**config.mk**
```make
export PLATFORM = sky130hd
export DESIGN_NAME = vec_buffer
export DESIGN_NICKNAME = d
export VERILOG_FILES = /design/src/logic/mv_pkg.sv /design/src/logic/vec_buffer.sv
export VERILOG_INCLUDE_DIRS = /design/src /design/src/logic
export SDC_FILE = /design/constraint.sdc
export NUM_CORES = 2
export LEC_CHECK = 0
export ABC_AREA = 0
export CORE_UTILIZATION = 55
export CTS_BUF_LIST = sky130_fd_sc_hd__clkbuf_8 sky130_fd_sc_hd__clkbuf_16
export DETAILED_ROUTE_END_ITERATION = 12
export DONT_BUFFER_PORTS = 1
export PLACE_DENSITY_LB_ADDON = 0.3
export SLEW_MARGIN = 15
export SYNTH_ARGS = -nofsm -noshare
export SYNTH_HDL_FRONTEND = slang
export SYNTH_SLANG_ARGS = --single-unit
```
**constraint.sdc**
```tcl
create_clock -name clk -period 6.9 [get_ports clk]
set_input_delay 1.035 -clock clk [delete_from_list [all_inputs] [get_ports clk]]
set_output_delay 1.035 -clock clk [all_outputs]
set_load 0.005 [all_outputs]
```
**src/logic/mv_defs.svh**
```systemverilog
`ifndef MV_DEFS_SVH
`define MV_DEFS_SVH

// data word width
`define MV_WORD_W 32

// weight row and vector length in words
`define MV_DEPTH 64

// words carried by one weight load beat
`define MV_BEAT_WORDS 8

// number of mac cores in the chain
`define MV_CORES 4

`endif

```
**src/logic/mv_pkg.sv**
```systemverilog
`default_nettype none
`include "mv_defs.svh"

package mv_pkg;

    typedef logic [`MV_WORD_W-1:0] mv_word_t;

    typedef logic [$clog2(`MV_DEPTH)-1:0] mv_addr_t;

    typedef logic [$clog2(`MV_CORES)-1:0] mv_core_t;

    // word 0 sits at the base address
    typedef logic [`MV_BEAT_WORDS-1:0][`MV_WORD_W-1:0] mv_beat_t;

    typedef struct packed {
        logic     v;
        mv_core_t core;
        mv_addr_t addr;    // base, wraps
        mv_beat_t data;
    } mv_load_t;

    // broadcast to every core
    typedef struct packed {
        logic     init;
        logic     exec;
        logic     update;
        logic     out_period;
        mv_addr_t addr;
    } mv_exec_t;

    typedef enum logic [2:0] {
        IDLE,
        INIT,
        EXEC,
        DRAIN,
        SHIFT
    } mv_state_t;

endpackage

`default_nettype wire

```
**src/logic/vec_buffer.sv**
```systemverilog
`timescale 1ns/1ns
`default_nettype none
`include "mv_defs.svh"

module vec_buffer (
    input  logic             clk,
    input  logic             vec_v,
    input  mv_pkg::mv_addr_t vec_a,
    input  mv_pkg::mv_word_t vec_d,
    input  mv_pkg::mv_exec_t ctl,
    output mv_pkg::mv_word_t rd_data
);
    import mv_pkg::*;

    mv_word_t vec_mem [`MV_DEPTH];

    always_ff @(posedge clk) begin
        if (vec_v) begin
            vec_mem[vec_a] <= vec_d;
        end
    end

    // lines up with the weight fetch stage in each core
    always_ff @(posedge clk) begin
        if (ctl.exec) begin
            rd_data <= vec_mem[ctl.addr];
        end
    end

endmodule

`default_nettype wire

```
After elaboration in Yosys (flattened, before gate mapping)
Memories as Yosys holds them, arrays and structs flattened. A register that Yosys moved wholly into a read port is not among the register bits.
Index checks and enable logic that the tools add are counted.
{"block": "word_totals", "n_memories": 1, "output_inout_bits": 32, "word_cells": 3, "inputBits": 50, "ff_bits": 0, "mem_bits_rw": 2048}
{"memory": "vec_mem", "depth": 64, "width": 32, "rd": 1, "rd_clocked_by_memory_dff": 1, "write_ports": 1, "line_no": "vec_buffer.sv:15", "source": "mv_word_t vec_mem [`MV_DEPTH];"}
{"block": "op_classes", "mux": 2}
{"operator": "$mux 1", "n": 2}

Longest topological paths before layout
{"block": "logic_depth", "word_depth": 2, "depth_mapped": 10, "mapped_depth_nobuf": 5}

Worst setup path before layout
No wires, ideal clock.
{"block": "synth_timing", "kind": "input -> register", "startpoint": "input port vec_a[3]", "endpoint": "memory vec_mem[48][0] in the netlist's numbering (enable)", "required_ns": 6.439, "arrival_ns": 3.734, "n_path_buf": 1, "setup_time_ns": 0.461, "stages": 4, "setup_slack_ns": 2.705, "cell_sequence": "clkbuf_1 -> nor2b_1 -> nand4b_1 -> nor3_1"}
{"element": "from (decl)", "line_no": "vec_buffer.sv:8", "source": "input mv_pkg::mv_addr_t vec_a,"}
{"element": "to (decl)", "line_no": "vec_buffer.sv:15"}
Straight into the memory's write port.

==> reports/metrics.csv <==
metric,value,unit
status,"finished, final reports clean",
ios,82,
port_buffers,0,
rsz0062_at_grt,no,
crit_path_max_incr_delay,1.22,ns
vias,36900,
setup_viol,0,
cp_num_cells,5,
routed_wl,191,mm
firstDrtPassIters,5,
cts_tree,done,
path_cells,nor2b_2 -> a22oi_1 -> and3_1 -> o32ai_1 -> nor3_1,
worstPathArrival,4.27,ns
final-hold-violation-count,0,
numCtsBuffers,195,
path_clk_slew,0.06,ns
hold_class,in2reg,
r2r_slack,4.30,ns
cp_top_family,simple AND/OR/NAND/NOR gates,
syn2layout_area_growth,11.3,%
cp-endpoint,rd_data[4],
grt_pass1_vias,37200,
drc_errors,0,
vias_per_cell,6.75,
cts.sinks,2080,
post_cts_buffers,0,
clk_path_buf_depth,3,
power.density,291,mW/mm^2
dieArea,0.145,mm^2
initialDrtViolationCount,5633,
hold_slack,0.298,ns
cp-startpoint,ctl[1],
endpoint_kind,flop,
synth-simple-area-share,1.26,%
reg2reg_to,rd_data[28],
syn_area_per_cell,23.7,um^2
synth_compound_area_share,1.67,%
p_total,0.0255,W
vdd_ir_drop_max,0.274,mV
grt_pass1_wl,269,mm
die_h,381,um
cts_resized,0,
maxSlewViolCount,0,
wl_per_cell,34.9,um
setup_slack,3.15,ns
core,0.142,mm^2
yosys_warnings,0,
synth.area.mux_share,16.7,%
tns,0,ns
syn-num-nets,3374,
max_freq,267,MHz
nNetsFinal,3460,
layout-drive-gt1-share,26.9,%
antenna_found_initial,9,
layout_common_cells,"edfxtp_1, mux4_2, clkbuf_16",
start_util,55.5,%
synth_cell_types,33,
rows,138,
synth_fa_ha_area_share,0,%
worstPathRequired,7.42,ns
r2r_cells,4,
reg2reg_from,vec_mem[43][28],
worst_slew_pin_slew,1.37,ns
netlist_area,0.0788,mm^2
max_cap_viol_count,0,
crit_path_start_kind,input pin,
timing.final.crit_share,54.4,%
stdcell_count,5469,
path_class,in2reg,
relSlewSlack,8.49,%
ant_nets,0,
cts-root-buf,clkbuf_16,
crit_fanout,386,
min_period,3.75,ns
pre_cts_slack,3.20,ns
hpwlAfterDp,94.9,mm
synth_top_family_by_area,multiplexers,
placed_cells,5103,
fin_skew,0.0302,ns
grt_start_max_net_pins,514,
hold_buffers,0,
grt_remaining_overflow,0,
gp_congestion,0.803,
cts_max_level,4,
synthXorXnorAreaFrac,0,%
grt_util_all_layers,26.5,%
yosys_register_bits,2080,
cp_slowest_cell,nor2b_2,
final_common_cell,edfxtp_1,
p_leak,27.1,nW
synthCells,3324,
cp.buffers_inverters,0,
clk_latency,0.83,ns
die_w,381,um
seq_area_frac_synth,79.2,%
==> cell families after synthesis <==
group           Yosys count
flops                  2080
mux                     637
simple gates            223
compound gates          202
buf+inv                 182
==> Yosys cell counts <==
library cell	count	area, um^2
edfxtp_1	2080	62500
mux4_2	544	12300
nor2_1	137	514
mux2i_1	93	931
o22ai_1	84	526
clkbuf_1	74	278
a21oi_1	62	310
buf_2	57	285
o221ai_1	27	236
nand2_1	26	97.6
buf_4	25	188
buf_1	21	78.8
nor2b_1	15	93.8
a22oi_1	12	90.1
a311oi_1	8	70.1
nand2b_1	8	50.1
nor3_1	7	35.0
buf_6	5	56.3
nand3_1	5	25.0
nand3b_1	5	37.5
a41o_1	4	40.0
and3_1	4	25.0
o32ai_1	4	35.0
or3_1	3	18.8
or3b_2	3	26.3
and2_1	2	12.5
nand4_1	2	12.5
or3b_1	2	17.5
a31oi_1	1	6.26
nand4b_1	1	8.76
or2_0	1	6.26
or2_1	1	6.26
or2_2	1	6.26
==> how the worst min path moves through the flow <==
stage,from,cells after the start,end
floorplan,vec_mem[12][17],4,rd_data[17]
global placement,vec_mem[12][4],4,rd_data[4]
detailed placement,vec_mem[28][8],4,rd_data[8]
CTS,vec_d[22],0,vec_mem[47][22]
global route,vec_d[22],0,vec_mem[47][22]
finish,vec_d[22],0,vec_mem[47][22]
==> through the flow <==
stage / instance area (um^2) / util, %
floorplan: 78800 / -
global placement: 81300 / 57.3
detailed placement: 81300 / 57.3
CTS: 87800 / 61.8
global route: 87800 / 61.8
finish: 87800 / 61.8
==> sequential cells by signal, indices dropped and copies added (netlist names) <==
register / count
rd_data: 32
vec_mem: 2048
==> layer usage <==
layer	part of all wire, %	wire (um)	track usage (%)	vias to the layer above
li1	-	-	-	14500
met5	0.014	27	0	-
met1	37	70000	36.2	19800
met3	11	20900	6.17	325
met2	49	93300	42.5	2339
met4	3.5	6710	9.18	4
==> layout make-up <==
| cell class | count | area (um^2) |
|---|---|---|
| sequential | 2080 | 62500 |
| timing repair buffer | 71 | 533 |
| clock inverter | 164 | 1410 |
| antenna | 1 | 2.50 |
| multi-input combinational | 1062 | 16000 |
| fill | 9207 | 54200 |
| tap | 1890 | 2360 |
| clock buffer | 201 | 5030 |
==> power by group <==
part           total (W)  internal (W)  switching [W]
Clock             0.0107       0.00614        0.00458
Sequential        0.0140        0.0140      0.0000379
Combinational   0.000767      0.000413       0.000354
Total             0.0255        0.0206        0.00497
(Power assumes the default switching activity.)
