## src/logic/mv_defs.svh

```systemverilog
`ifndef MV_DEFS_SVH
`define MV_DEFS_SVH

// data word width
`define MV_WORD_W 32

// weight row and vector length in words
`define MV_DEPTH 64

// words carried by one weight load beat
`define MV_BEAT_WORDS 8

// number of mac cores in the chain
`define MV_CORES 4

`endif

```

## src/logic/mv_pkg.sv

```systemverilog
`default_nettype none
`include "mv_defs.svh"

package mv_pkg;

    typedef logic [`MV_WORD_W-1:0] mv_word_t;

    typedef logic [$clog2(`MV_DEPTH)-1:0] mv_addr_t;

    typedef logic [$clog2(`MV_CORES)-1:0] mv_core_t;

    // word 0 sits at the base address
    typedef logic [`MV_BEAT_WORDS-1:0][`MV_WORD_W-1:0] mv_beat_t;

    typedef struct packed {
        logic     v;
        mv_core_t core;
        mv_addr_t addr;    // base, wraps
        mv_beat_t data;
    } mv_load_t;

    // broadcast to every core
    typedef struct packed {
        logic     init;
        logic     exec;
        logic     update;
        logic     out_period;
        mv_addr_t addr;
    } mv_exec_t;

    typedef enum logic [2:0] {
        IDLE,
        INIT,
        EXEC,
        DRAIN,
        SHIFT
    } mv_state_t;

endpackage

`default_nettype wire

```

## src/logic/mv_ctrl.sv

```systemverilog
`timescale 1ns/1ns
`default_nettype none
`include "mv_defs.svh"

module mv_ctrl (
    input  logic                       clk,
    input  logic                       rst_n,
    input  logic                       start,
    input  logic [$clog2(`MV_DEPTH):0] len,
    input  logic                       cnt_zero,
    input  mv_pkg::mv_addr_t           cnt_value,
    output logic                       cnt_load,
    output logic [$clog2(`MV_DEPTH):0] cnt_count,
    output logic                       cnt_en,
    output mv_pkg::mv_exec_t           ctl,
    output logic                       busy,
    output logic                       result_v,
    output mv_pkg::mv_state_t          state
);
    import mv_pkg::*;

    // covers the 2 cycle init delay and the last product
    localparam logic [$clog2(`MV_DEPTH):0] DRAIN_COUNT = 3;
    localparam logic [$clog2(`MV_DEPTH):0] SHIFT_COUNT = `MV_CORES;

    mv_state_t state_nxt;
    logic      update_q;

    always_comb begin
        state_nxt = state;
        cnt_load  = 1'b0;
        cnt_count = len;
        case (state)
            IDLE: begin
                if (start) begin
                    state_nxt = INIT;
                end
            end
            INIT: begin
                cnt_load  = 1'b1;    // exec runs len steps
                state_nxt = EXEC;
            end
            EXEC: begin
                if (cnt_zero) begin
                    cnt_load  = 1'b1;
                    cnt_count = DRAIN_COUNT;
                    state_nxt = DRAIN;
                end
            end
            DRAIN: begin
                if (cnt_zero) begin
                    cnt_load  = 1'b1;
                    cnt_count = SHIFT_COUNT;
                    state_nxt = SHIFT;
                end
            end
            SHIFT: begin
                if (cnt_zero) begin
                    state_nxt = IDLE;
                end
            end
            default: begin
                state_nxt = IDLE;
            end
        endcase
    end

    assign cnt_en = (state == EXEC) || (state == DRAIN) || (state == SHIFT);

    always_ff @(posedge clk or negedge rst_n) begin
        if (!rst_n) begin
            state    <= IDLE;
            update_q <= 1'b0;
        end else begin
            state    <= state_nxt;
            update_q <= (state == DRAIN) && cnt_zero;    // first shift cycle
        end
    end

    always_comb begin
        ctl.init       = (state == INIT);
        ctl.exec       = (state == EXEC);
        ctl.update     = update_q;
        ctl.out_period = (state == SHIFT);
        ctl.addr       = cnt_value;    // step index during exec
    end

    assign busy     = (state != IDLE);
    assign result_v = (state == SHIFT);

endmodule

`default_nettype wire

```

## config.mk

```make
export PLATFORM = sky130hd
export DESIGN_NAME = mv_ctrl
export DESIGN_NICKNAME = d
export VERILOG_FILES = /design/src/logic/mv_pkg.sv /design/src/logic/mv_ctrl.sv
export VERILOG_INCLUDE_DIRS = /design/src /design/src/logic
export SDC_FILE = /design/constraint.sdc
export NUM_CORES = 1
export LEC_CHECK = 0
export BUFFER_PORTS_ARGS = -buffer_cell sky130_fd_sc_hd__buf_4
export CAP_MARGIN = 20
export CORE_AREA = 3 3 40 42
export DETAILED_ROUTE_END_ITERATION = 10
export DIE_AREA = 0 0 43 45
export PLACE_DENSITY = 0.67
export SYNTH_ARGS = -nofsm -noshare
export SYNTH_HDL_FRONTEND = slang
export SYNTH_SLANG_ARGS = --single-unit
```

## constraint.sdc

```tcl
create_clock -name clk -period 1.45 [get_ports clk]
set_input_delay 0.145 -clock clk [delete_from_list [all_inputs] [get_ports clk]]
set_output_delay 0.145 -clock clk [all_outputs]
set_load 0.1 [all_outputs]
```

Yosys cells after proc, flatten, opt, wreduce, memory -nomap -nowiden
Index checks and enable logic that the tools add are counted.
{"block": "totals", "inputBits": 17, "out_inout_bits": 24, "elab_cells": 27, "ff_bits": 4}
{"block": "classes", "n_eq_ne": 8, "reduce_logical": 7, "muxes": 10}
{"cell": "3-bit case mux with 5 select lines", "n": 1}
{"cell": "7-bit 2-to-1 mux", "n": 2}
{"cell": "7-bit case mux with 2 select lines", "n": 1}
{"cell": "3-bit 2-to-1 mux", "n": 4}
{"cell": "2-bit != test (second input constant)", "n": 4}
{"cell": "3-bit by 2-bit == test with 1-bit output (second input constant)", "n": 2}
{"cell": "4-bit AND reduction", "n": 1}
{"cell": "3-bit by 1-bit == test with 1-bit output (second input constant)", "n": 1}
{"cell": "3-bit == test (second input constant)", "n": 1}
{"cell": "3-bit logical NOT", "n": 1}
{"cell": "3-bit nonzero test", "n": 1}
{"cell": "1-bit logical OR", "n": 2}
{"cell": "1-bit case mux with 2 select lines", "n": 1}
{"cell": "2-bit OR reduction", "n": 1}
{"cell": "1-bit logical AND", "n": 1}
{"cell": "1-bit 2-to-1 mux", "n": 1}

Depth between registers and ports, before layout
{"block": "depth", "word_depth": 3, "ltp_mapped": 5, "ltp_nobuf": 3}

Least setup slack after synthesis
Ideal clock, no wire load.
{"block": "synth_path", "path_type": "register to output", "startpoint": "register state[1]", "endpoint": "output port cnt_count[0]", "required_time_ns": 1.305, "n_path_buf": 2, "path_stages_with_launch": 5, "t_arrival_ns": 3.470, "path_slack_ns": -2.165, "cell_sequence": "dfrtp_1 buf_6 nand3b_4 buf_6 o21ai_0"}
{"block": "synth_between", "elab_chain_cells": 2, "word_cells_on_any_way": 3, "classes_between": "eq/ne: 2; mux: 1"}
{"element": "from (decl)", "line_no": "mv_ctrl.sv:18", "text": "output mv_pkg::mv_state_t state"}
{"element": "from (signal assigned)", "line_no": "mv_ctrl.sv:75", "text": "state <= state_nxt;"}
{"element": "3-bit by 2-bit == test with 1-bit output", "line_no": "mv_ctrl.sv:33", "text": "case (state)"}
{"element": "7-bit case mux with 2 select lines *", "line_no": "mv_ctrl.sv:33"}
{"element": "to (decl)", "line_no": "mv_ctrl.sv:13", "text": "output logic [$clog2(`MV_DEPTH):0] cnt_count,"}
Every way passes the cells marked *; elsewhere a longest branch is shown, timed or not.

Final worst setup path
{"block": "layout_path", "startpoint": "register state[0]", "endpoint": "output port busy"}
{"block": "layout_between", "elab_chain_cells": 1}
{"element": "3-bit nonzero test", "line_no": "mv_ctrl.sv:88", "text": "assign busy = (state != IDLE);"}
{"element": "to (decl)", "line_no": "mv_ctrl.sv:16", "text": "output logic busy,"}
Every way passes these cells.

==> results.ini <==
[timing]
worst_pin_slew_ns=0.278
slew_viol_final=0
min_period_ns=1.58
post-route-period-util_pct=109
fin_skew_ns=0.00492
setup_ws_ns=-0.133
finalHoldViolCount=0
tns_ns=-1.13
rsz0062_at_grt=yes
fmax_mhz=632
relSlewSlack_pct=81.6
setup_viol=12

[synthesis]
synth_compound_area_share_pct=7.80
netlist_area_um2=369
synth.top_cell.area_share_pct=27.1
yosys_warnings=0
synth_nets=61
synth_largest_area_cell=dfrtp_1
syn_area_per_cell_um2=8.39
synth_area_leaders=dfrtp_1 27%, buf_4 16%, and2_2 8.1%, buf_6 6.1%, nand3b_4 5.4%
synthFlopType=dfrtp_1
synthArstFlopShare_pct=100
synthAdderAreaFrac_pct=0
muxShareOfSynthArea_pct=6.78
synthSimpleGateAreaFrac_pct=32.5
synth_cell_types=20
synth_common_cells=8 x buf_4, 5 x nand2_1, 4 x and2_2, 4 x dfrtp_1, 4 x nor2_1
synth_most_common_cell=buf_4
synth_top_family_by_area=simple AND/OR/NAND/NOR gates
synth-edff-count=0
seq_area_frac_synth_pct=27.1
synth_xor_area_share_pct=0
ys_ff_latch=4
netlist_instances=44

[die]
die_x_um=43
core_area_mm2=0.00128
initial_core_util_pct=28.7
rows=13
die_area_mm2=0.00194
die_h_um=45
io_pins=41

[drt]
drtIter0Drc=2
wl_per_cell_um=14.0
vias=410
viasPerCell=4.61
wl_met3_um=110
highest_layer=met4
wl_met1_um=421
wl_met2_um=687
drc_errors=0
wl_um=1240
drt_pass1_iterations=2
detail-route-antenna-nets=0

[layout]
instances_no_fill=89
area.sequential_um2=111
nNetsFinal=92
drive_gt1_share_pct=83.8
multi_input_area_um2=258
postLayoutCellArea_um2=887
n_antenna_cell=0
n_fill_cell=96
area_growth_syn_to_layout_pct=140

[clock_tree]
cts_made_buffers=3
cts.htree.levels=1
clockRootBuffer=clkbuf_4
cts_tree=built
cts_max_path_buffers=2
clock_latency_ns=0.25
cts_num_sinks=4
clkTransAtPathRegs_ns=0.04

[place]
dp_slack_ns=0.0373
dpl.cell_count=81
place_area_um2=631
gp_congestion=0.685
dpl.hpwl_um=891
port_buffers=28

[global_route]
grt_pass1_wl_um=2100
antenna_found_initial=0
grt-ovfl-total=0
grtUsageTotal_pct=15.8
grt_pass1_vias=462
grt_start_max_net_pins=9

[run_status]
outcome=finished, violations left
violations=setup timing

[setup_path]
r2r_end=state[0]
r2r_setup_slack_ns=0.22
r2r_cells=4
crit_slowest_cell=dfrtp_4
reg2reg_from=state[1]
slowest_delay_ns=0.51
cp_top_family=flip-flops
critical_path.cell_chain=or3_2, buf_12
endpoint_kind=output port
startpoint_type=flip-flop
critPathMaxFanout=6
required_ns=1.31
arrival_ns=1.44
cp.buffers_inverters=1
timing_worst_setup_path_type=reg2out

[min_path]
hold_start=cnt_zero
hold_path_end=state[2]
hold_class=in2reg
hold-path-cell-count=2

[flow_run]
drv_cap=0

-- worst reg2reg max path, cell delays in order, from the launching register on --
cell	delay (ns)
dfrtp_4	0.52
buf_4	0.18
mux2_4	0.29
nand2_1	0.06
a21oi_1	0.06
-- state kept, by name, indices dropped and copies added, names as in the netlist --
name      cells
state         3
update_q      1
-- metal layers --
layer	track usage (%)	vias up
li1	-	194
met3	8.37	8
met4	7.23	0
met2	27.2	13
met5	0	-
met1	15.8	195
-- worst max path at each step --
stage / depth (start not counted) / start / endpoint / slack, ns
floorplan: 5 / state[0] / ctl[6] / -0.41
global placement: 5 / state[1] / cnt_count[1] / 0.06
detailed placement: 4 / state[2] / cnt_count[0] / 0.04
CTS: 4 / state[2] / cnt_count[2] / -0.14
global route: 4 / state[2] / cnt_count[2] / -0.18
finish: 2 / state[0] / busy / -0.13
-- layout make-up --
cell class / instances / area share, %
flip-flops and latches: 4 / 12.6
well taps: 15 / 2.12
clock buffers: 4 / 2.96
multi-input cells: 27 / 29.1
repair buffers: 37 / 52.0
inverters: 2 / 1.27
-- cells in the final DEF, fill, tap and decap left out, types with 2 or more instances in the layout --
master    instances
clkbuf_4          3
o21ai_4           2
buf_12           13
dfrtp_4           3
buf_4            20
nand2_2           3
nor2_4            2
and2_4            4
buf_8             2
-- what timing repair did --
action                                  4_1_cts  5_1_grt
pin swaps                                     1        1
hold buffers                                  1        0
gates cloned                                  0        0
hold endpoints to repair                      4        0
resized for setup                            43        3
endpoints found under the setup margin       14       14
buffers inserted                              2        1
-- cells by family (layout without fill, tap and decap cells) --
family,count (synthesis),in the layout
compound gates,5,5
buf+inv,13,43
flops,4,4
mux,2,2
simple gates,20,20
-- per-stage QoR --
stage	util (%)	hold WS (ns)
6_report	69.0	0.141
4_1_cts	67.5	0.127
3_5_place_dp	49.1	-0.0513
2_1_floorplan	-	-0.151
5_1_grt	69.0	0.147
3_3_place_gp	49.1	-0.0550
Power is not shown: default switching activity piles up to over one toggle a cycle in this logic, so the estimate is an artifact.
