### src/logic/mv_defs.svh
`ifndef MV_DEFS_SVH
`define MV_DEFS_SVH

// data word width
`define MV_WORD_W 32

// weight row and vector length in words
`define MV_DEPTH 64

// words carried by one weight load beat
`define MV_BEAT_WORDS 8

// number of mac cores in the chain
`define MV_CORES 4

`endif

### src/logic/mv_pkg.sv
`default_nettype none
`include "mv_defs.svh"

package mv_pkg;

    typedef logic [`MV_WORD_W-1:0] mv_word_t;

    typedef logic [$clog2(`MV_DEPTH)-1:0] mv_addr_t;

    typedef logic [$clog2(`MV_CORES)-1:0] mv_core_t;

    // word 0 sits at the base address
    typedef logic [`MV_BEAT_WORDS-1:0][`MV_WORD_W-1:0] mv_beat_t;

    typedef struct packed {
        logic     v;
        mv_core_t core;
        mv_addr_t addr;    // base, wraps
        mv_beat_t data;
    } mv_load_t;

    // broadcast to every core
    typedef struct packed {
        logic     init;
        logic     exec;
        logic     update;
        logic     out_period;
        mv_addr_t addr;
    } mv_exec_t;

    typedef enum logic [2:0] {
        IDLE,
        INIT,
        EXEC,
        DRAIN,
        SHIFT
    } mv_state_t;

endpackage

`default_nettype wire

### src/logic/step_counter.sv
`timescale 1ns/1ns
`default_nettype none
`include "mv_defs.svh"

module step_counter (
    input  logic                       clk,
    input  logic                       rst_n,
    input  logic                       load,
    input  logic [$clog2(`MV_DEPTH):0] count,
    input  logic                       en,
    output mv_pkg::mv_addr_t           value,
    output logic                       zero
);

    logic [$clog2(`MV_DEPTH):0] remain;    // steps left after this one

    always_ff @(posedge clk or negedge rst_n) begin
        if (!rst_n) begin
            remain <= '0;
            value  <= '0;
        end else if (load) begin
            remain <= count - 1'b1;
            value  <= '0;
        end else if (en) begin
            if (remain != '0) begin
                remain <= remain - 1'b1;    // holds at zero
            end
            value <= value + 1'b1;
        end
    end

    assign zero = (remain == '0);    // last cycle of the phase

endmodule

`default_nettype wire

### config.mk
export PLATFORM = sky130hd
export DESIGN_NAME = step_counter
export DESIGN_NICKNAME = d
export VERILOG_FILES = /design/src/logic/mv_pkg.sv /design/src/logic/step_counter.sv
export VERILOG_INCLUDE_DIRS = /design/src /design/src/logic
export SDC_FILE = /design/constraint.sdc
export NUM_CORES = 1
export LEC_CHECK = 0
export ABC_AREA = 1
export BUFFER_PORTS_ARGS = -buffer_cell sky130_fd_sc_hd__buf_2
export CAP_MARGIN = 15
export CORE_UTILIZATION = 48
export CTS_CLUSTER_SIZE = 8
export DETAILED_ROUTE_END_ITERATION = 16
export PLACE_DENSITY_LB_ADDON = 0.08
export SKIP_CTS_REPAIR_TIMING = 1
export SLEW_MARGIN = 20
export SYNTH_ARGS = -nofsm -noshare
export SYNTH_HDL_FRONTEND = slang
export SYNTH_SLANG_ARGS = --single-unit
### constraint.sdc
create_clock -name clk -period 1.4 [get_ports clk]
set_input_delay 0.14 -clock clk [delete_from_list [all_inputs] [get_ports clk]]
set_output_delay 0.14 -clock clk [all_outputs]
set_load 0.005 [all_outputs]
Yosys cells after proc, flatten, opt, wreduce, memory -nomap -nowiden
Index checks and enable logic that the tools add are counted.
Widths: inputs -> output; s select.
{ "classes": {"n_addsub": 3, "mux": 5, "n_reduce_logical": 5} }
{ "op_table": {"columns": ["cell", "count"], "rows": [
  ["$mux 7", 3],
  ["$sub 7x1->7 const B", 2],
  ["$mux 6", 2],
  ["$logic_not 7->1", 1],
  ["$reduce_bool 7->1", 1],
  ["$add 6x1->6 const B", 1],
  ["$reduce_bool 2->1", 2],
  ["$reduce_and 2->1", 1]
]} }
{ "totals": {"regBits": 13, "wordCells": 15} }

Depth between registers and ports, before layout
Gate-level depths: netlist of run 1.
{ "depth": {"word_depth": 4, "depth_mapped": 10} }

Worst setup path before layout of run 1
Ideal clock, no wire load.
{ "synth_path": {"path_kind": "register to register", "from": "register remain[0]", "to": "register remain[6]", "setup_time_ns": 0.117, "t_arrival_ns": 1.272, "setup_slack_ns": 0.011, "path_stages_with_launch": 11, "path_buffers": 0, "path_cell_list": "dfrtp_1 > inv_1 > o21ai_0 > inv_1 > ha_1 > nand3_2 > inv_1 > nand3_1 > nand2_1 > nand3_1 > nand2_1"} }
{ "synth_via": {"elab_chain_len": 4} }
{ "synth_rtl": {"columns": ["element", "line_no", "rtl"], "rows": [
  ["start, declared", "step_counter.sv:15", "logic [$clog2(`MV_DEPTH):0] remain;"],
  ["start signal, assigned", "step_counter.sv:22", "remain <= count - 1'b1;"],
  ["start signal, assigned", "step_counter.sv:26", "remain <= remain - 1'b1;"],
  ["$sub 7x1->7", "step_counter.sv:26", null],
  ["$mux 7", "step_counter.sv:25", "if (remain != '0) begin"],
  ["$mux 7", "step_counter.sv:24", "end else if (en) begin"],
  ["$mux 7", "step_counter.sv:21", "end else if (load) begin"]
]} }
Several ways; a longest one is shown, not always the timed one. The select of a mux whose other input is x is not followed.
A chain may end at the register's enable or synchronous reset.

Worst setup path after layout of run 1
{ "layout_path": {"from": "register remain[6]", "to": "output zero"} }
{ "layout_via": {"elab_chain_len": 1} }
{ "layout_rtl": {"columns": ["element", "line_no", "rtl"], "rows": [
  ["$logic_not 7->1", "step_counter.sv:32", "assign zero = (remain == '0);"],
  ["end, declared", "step_counter.sv:12", "output logic zero"]
]} }
No other way between the ends.

==> run metrics, run 1 <==
post-detail-place hpwl about 1400 um; status completed; GRT Total Usage approximately 20%; Die H roughly 45 um; worst vdd ir 0.000806 V; number of distinct library cells after synthesis 19; CP delay by family, top flip-flops; Reg2Reg Depth 9; final hold violations 0; Initial DRT Pass Iterations 4; Setup crit start kind flip-flop; average wire per standard cell around 10 um; crit-path max FO 3; commonest cells in the netlist 40 x nand2_1, 21 x inv_1, 13 x dfrtp_1; TritonCTS clock tree done; Clock Path Buffers 2; worst setup margin approximately 0.12 ns; Final Power 1030 uW; Post-Synthesis Cells roughly 130; origin of the worst min-delay path en; Final setup viols 0; slowest cell on the critical path dfrtp_1; layout net count roughly 170; cell with the most instances after synthesis nand2_1; sequential cell area between 300 and 400 sq um; die width between 40 and 50 um; grt total ovfl 0; Setup Skew ~0.0028 ns; Relative slew margins 80.5%; # fillers between 150 and 200; hold depth 2; Post-Syn Nets around 140; CP required between 1 and 1.5 ns; Max Cap Viol 0; Worst Path Buf+Inv 1; ranking of synthesized cells by area dfrtp_1 36%, nand2_1 17%, inv_1 8.8%, nand3_1 6.7%, o21ai_0 5.0%; CTS Root Cell clkbuf_4; worst hold path type in2reg; fraction of layout cells with a size suffix above 1 27.4%; critical path arrival about 1.1 ns; mapped cell area ~890 sq um; # IOs 18; DRC errors left 0; n_diodes 0; critical path, cell by cell nand3b_1, nor2_1, buf_2; Tcrit/Tclk final between 90% and 100%; IO Port Bufs 17; top_reg_cell synth dfrtp_1; CTS Buf Count 3; Vias 871; Tmin final between 1 and 1.5 ns; initial drt markers 16; Pwr Density 948 mW/mm^2; Synth Area per Inst just under 7 sq um; WS Path Type reg2out; # rows 15; routability cong. slightly below 0.8; reg2reg setup slack between 0.1 and 0.15 ns; number of synthesized flops with an enable pin 0; ANT nets after route 0; RSZ-0062 raised after global routing false; cell taking the most area after synthesis dfrtp_1; YS warnings 0; core area between 0.0015 and 0.002 sq mm; Seq/Total Area, Yosys between 30% and 40%; ys async rst share 100%; Final Max Slew Viols 0; reg2reg start remain[0]; worst skew pair latency ~0.27 ns; area grow syn2layout 21.7%; clock transition at the registers of the reported paths 0.08 ns; clk sinks 13; CP endpoint kind output pin; final wirelength roughly 1800 um; first-pass GRT wire length 2950 um; number of synthesized register bits 13; Peak Freq just under 800 MHz; multi-input logic area around 480 sq um; largest net degree at the start of global routing 18; Synth top area share 36.4%; hold path endpoint value[1]; initial antenna violation count 0; Worst Tran Pin Value between 0.2 and 0.3 ns; Worst R2R End remain[6]; post-layout util around 62%; Vias/cell 4.79; crit-path max cell delay about 0.40 ns; Lkg Pwr approximately 0.0006 uW; number of global-route vias before repair about 710; Die Area ~0.0020 sq mm; Starting Density between 50% and 60%; Place WS -0.00537 ns; H-tree Lvls 1
==> area by class of cell <==
cell class / instances / area share [%]
sequential: 13 / 29.9
multi-input combinational: 93 / 43.7
inverter: 22 / 7.59
timing repair buffer: 25 / 13.6
tap: 25 / 2.87
clock buffer: 4 / 2.41
==> sequential cells by signal, summed over array words and instances (netlist names) <==
name and count:
remain 7, value 6
==> report_power, final <==
part	internal [uW]	leakage (uW)	total, uW	switching (uW)
Clock	110	0.0000150	232	121
Sequential	423	0.000166	453	30.6
Combinational	141	0.000430	347	206
Total	674	0.000611	1030	358
==> worst reg2reg max path, delay by kind of cell, from the launching register on <==
family	cells	cell delay (ns)
compound gates	1	0.07
buf+inv	2	0.19
simple gates	5	0.40
flops	1	0.38
fa+ha+maj	1	0.16
==> worst max-delay path by stage <==
stage,to,from,depth (start not counted)
after floorplan,remain[6],remain[0],10
after global placement,remain[4],remain[0],9
after detailed placement,remain[6],remain[0],9
after CTS,remain[6],remain[0],9
after global routing,zero,remain[6],3
final,zero,remain[6],3
==> cell families (layout without fill, tap and decap cells) <==
family | after synthesis | after routing | share of synthesized area, %
AO/OA/AOI/OAI | 19 | 19 | 11.5
AND/OR/NAND/NOR | 71 | 71 | 35.1
buffers and inverters | 25 | 51 | 13.3
XOR/XNOR | 1 | 1 | 0.979
adder cells (fa/ha/maj) | 2 | 2 | 2.80
flip-flops | 13 | 13 | 36.4
==> metal layers <==
metal	share of wire, %	vias to the layer above	GRT usage [%]
met1	49	387	25.5
li1	-	461	-
met2	47	23	34.8
met4	0	0	1.82
met3	4.0	0	7.20
met5	0	-	0
==> placed cells by master, fill, tap and decap left out, types with 2 or more instances in the layout <==
cell type / count
nand2_1: 40
inv_1: 18
buf_2: 17
dfrtp_1: 13
nand3_1: 12
nor2_1: 7
o21ai_0: 7
buf_4: 7
o21ai_1: 6
inv_2: 4
nand2_2: 4
a21oi_1: 4
nor2_2: 3
clkbuf_4: 3
o21ai_2: 2
nor3_1: 2
==> stage by stage <==
step	setup TNS (ns)	instances	instance area, sq um	hold slack [ns]
final	0	182	1090	0.128
after global routing	0	182	1090	0.125
after CTS	-0.0158	180	1050	-0.267
after detailed placement	-0.00537	176	1020	0.0403
after global placement	0	176	1020	0.0427
after floorplan	0	131	895	-0.156
(Power assumes the default switching activity.)
==> run 2: changes to the inputs <==
--- a/config.mk
+++ b/config.mk
@@ -7,12 +7,14 @@
 export NUM_CORES = 1
 export LEC_CHECK = 0
 export ABC_AREA = 1
-export BUFFER_PORTS_ARGS = -buffer_cell sky130_fd_sc_hd__buf_2
+export BUFFER_PORTS_ARGS = -buffer_cell sky130_fd_sc_hd__buf_4
 export CAP_MARGIN = 15
 export CORE_UTILIZATION = 48
+export CTS_BUF_LIST = sky130_fd_sc_hd__clkbuf_8 sky130_fd_sc_hd__clkbuf_16
 export CTS_CLUSTER_SIZE = 8
 export DETAILED_ROUTE_END_ITERATION = 16
 export PLACE_DENSITY_LB_ADDON = 0.08
+export RECOVER_POWER = 25
 export SKIP_CTS_REPAIR_TIMING = 1
 export SLEW_MARGIN = 20
 export SYNTH_ARGS = -nofsm -noshare
==> run metrics, run 2 (same netlist as run 1, synthesis figures left out) <==
grt total ovfl 0; GRT Total Usage between 20% and 30%; final hold violations 0; reg2reg start remain[3]; Sw Share around 33%; CP endpoint kind flip-flop; CTS Root Cell clkbuf_8; Initial DRT Pass Iterations 4; sequential cell area 325 sq um; Worst Tran Pin Value between 0.6 and 0.7 ns; TritonCTS clock tree done; routability cong. 0.778; Reg2Reg Depth 6; hold path endpoint value[1]; Setup Skew slightly below 0.006 ns; die width between 40 and 50 um; final wirelength 1940 um; max reg flops 7; largest net degree at the start of global routing 18; crit-path max FO 11; layout net count about 170; Tmin final 1.33 ns; Peak Freq between 700 and 800 MHz; post-layout util about two thirds; post-detail-place hpwl ~1400 um; number of global-route vias before repair ~740; biggest regs remain (7), value (6); hold depth 2; status completed; Clock Path Buffers 2; Comb power frac a little under a third; sequential share of power roughly 40%; clock transition at the registers of the reported paths about 0.05 ns; critical path arrival approximately 1.5 ns; fin cells ~180; Worst R2R End remain[3]; Pwr Density around 1000 mW/mm^2; Final Max Slew Viols 0; # fillers approximately 160; Final setup viols 0; area grow syn2layout 28.5%; worst skew pair latency around 0.24 ns; Biggest register remain; reg2reg setup slack approximately 0.07 ns; initial antenna violation count 0; Relative slew margins a little over half; average wire per standard cell approximately 11 um; origin of the worst min-delay path en; Starting Density between 50% and 60%; DRC errors left 0; initial drt markers 23; placed insts roughly 180; worst vdd ir roughly 0.00076 V; IO Port Bufs 17; clock share of power between 20% and 30%; CTS Buf Count 3; core area about 0.0017 sq mm; Die Area between 0.002 and 0.0025 sq mm; Lkg Pwr around 0.00063 uW; multi-input logic area 472 sq um; n_diodes 0; commonest non-fill, non-tap cell in the layout nand2_1; # rows 15; internal power ~770 uW; ANT nets after route 0; WS Path Type reg2reg; Tcrit/Tclk final a little over nine tenths; most frequent cells in the layout 40 x nand2_1, 24 x buf_4, 20 x inv_1, 13 x dfrtp_1, 12 x nand3_1; Psw 372 uW; Vias around 880; Die H 45.2 um; CP required between 1.5 and 2 ns; H-tree Lvls 1; worst hold path type in2reg; fraction of layout cells with a size suffix above 1 27.2%; Setup crit start kind flip-flop; # IOs 18; Max Cap Viol 0; Vias/cell roughly 4.8; first-pass GRT wire length roughly 3000 um; clk sinks 13
==> run 2: cell type report <==
| class | instances | share of cell area [%] |
|---|---|---|
| Multi-Input combinational cell | 93 | 41.0 |
| Timing Repair Buffer | 26 | 16.9 |
| Clock inverter | 1 | 0.326 |
| Sequential cell | 13 | 28.3 |
| Tap cell | 25 | 2.72 |
| Inverter | 22 | 7.18 |
| Clock buffer | 3 | 3.59 |
==> run 2: metrics by stage <==
step / area (sq um) / worst slack [ns] / TNS (ns) / hold slack, ns / total power, uW
2_1_floorplan: 895 / 0.0111 / 0 / -0.156 / 680
5_1_grt: 1150 / -0.0476 / -0.253 / 0.132 / 1240
3_5_place_dp: 1050 / -0.0145 / -0.0145 / -0.00543 / 782
6_report: 1150 / 0.0707 / 0 / 0.128 / 1140
4_1_cts: 1100 / -0.0170 / -0.0170 / -0.269 / 1110
3_3_place_gp: 1050 / 0.0241 / 0 / -0.00629 / 774
==> run 2: critical path: stages (launching register included) <==
cell and delay, ns:
dfrtp_1 0.42, nor2_1 0.14, nand3_1 0.13, o21ai_2 0.23, nand2_4 0.14, nand3_1 0.10, nand2_1 0.06
==> run 2: power groups by stage <==
stage / Sequential, uW / Combinational, uW / Clock [uW]
2_1_floorplan: 454 / 226 / 0
3_3_place_gp: 460 / 313 / 0
3_5_place_dp: 462 / 321 / 0
4_1_cts: 455 / 322 / 336
5_1_grt: 462 / 412 / 362
6_report: 460 / 364 / 322
==> run 2: worst max-delay path by stage <==
| stage | startpoint | endpoint | depth (start not counted) |
|---|---|---|---|
| floorplan | remain[0] | remain[6] | 10 |
| global placement | remain[0] | remain[4] | 9 |
| detailed placement | remain[0] | remain[6] | 9 |
| CTS | remain[0] | remain[6] | 9 |
| global route | remain[4] | remain[2] | 6 |
| finish | remain[3] | remain[3] | 6 |
==> run 2: layer usage <==
layer / GRT usage, % / share of wire (%) / vias to the layer above
met4: 8.48 / 1.2 / 0
met2: 33.3 / 49 / 16
met1: 27.1 / 47 / 394
met5: 0 / 0 / -
li1: - / - / 462
met3: 7.20 / 2.9 / 4
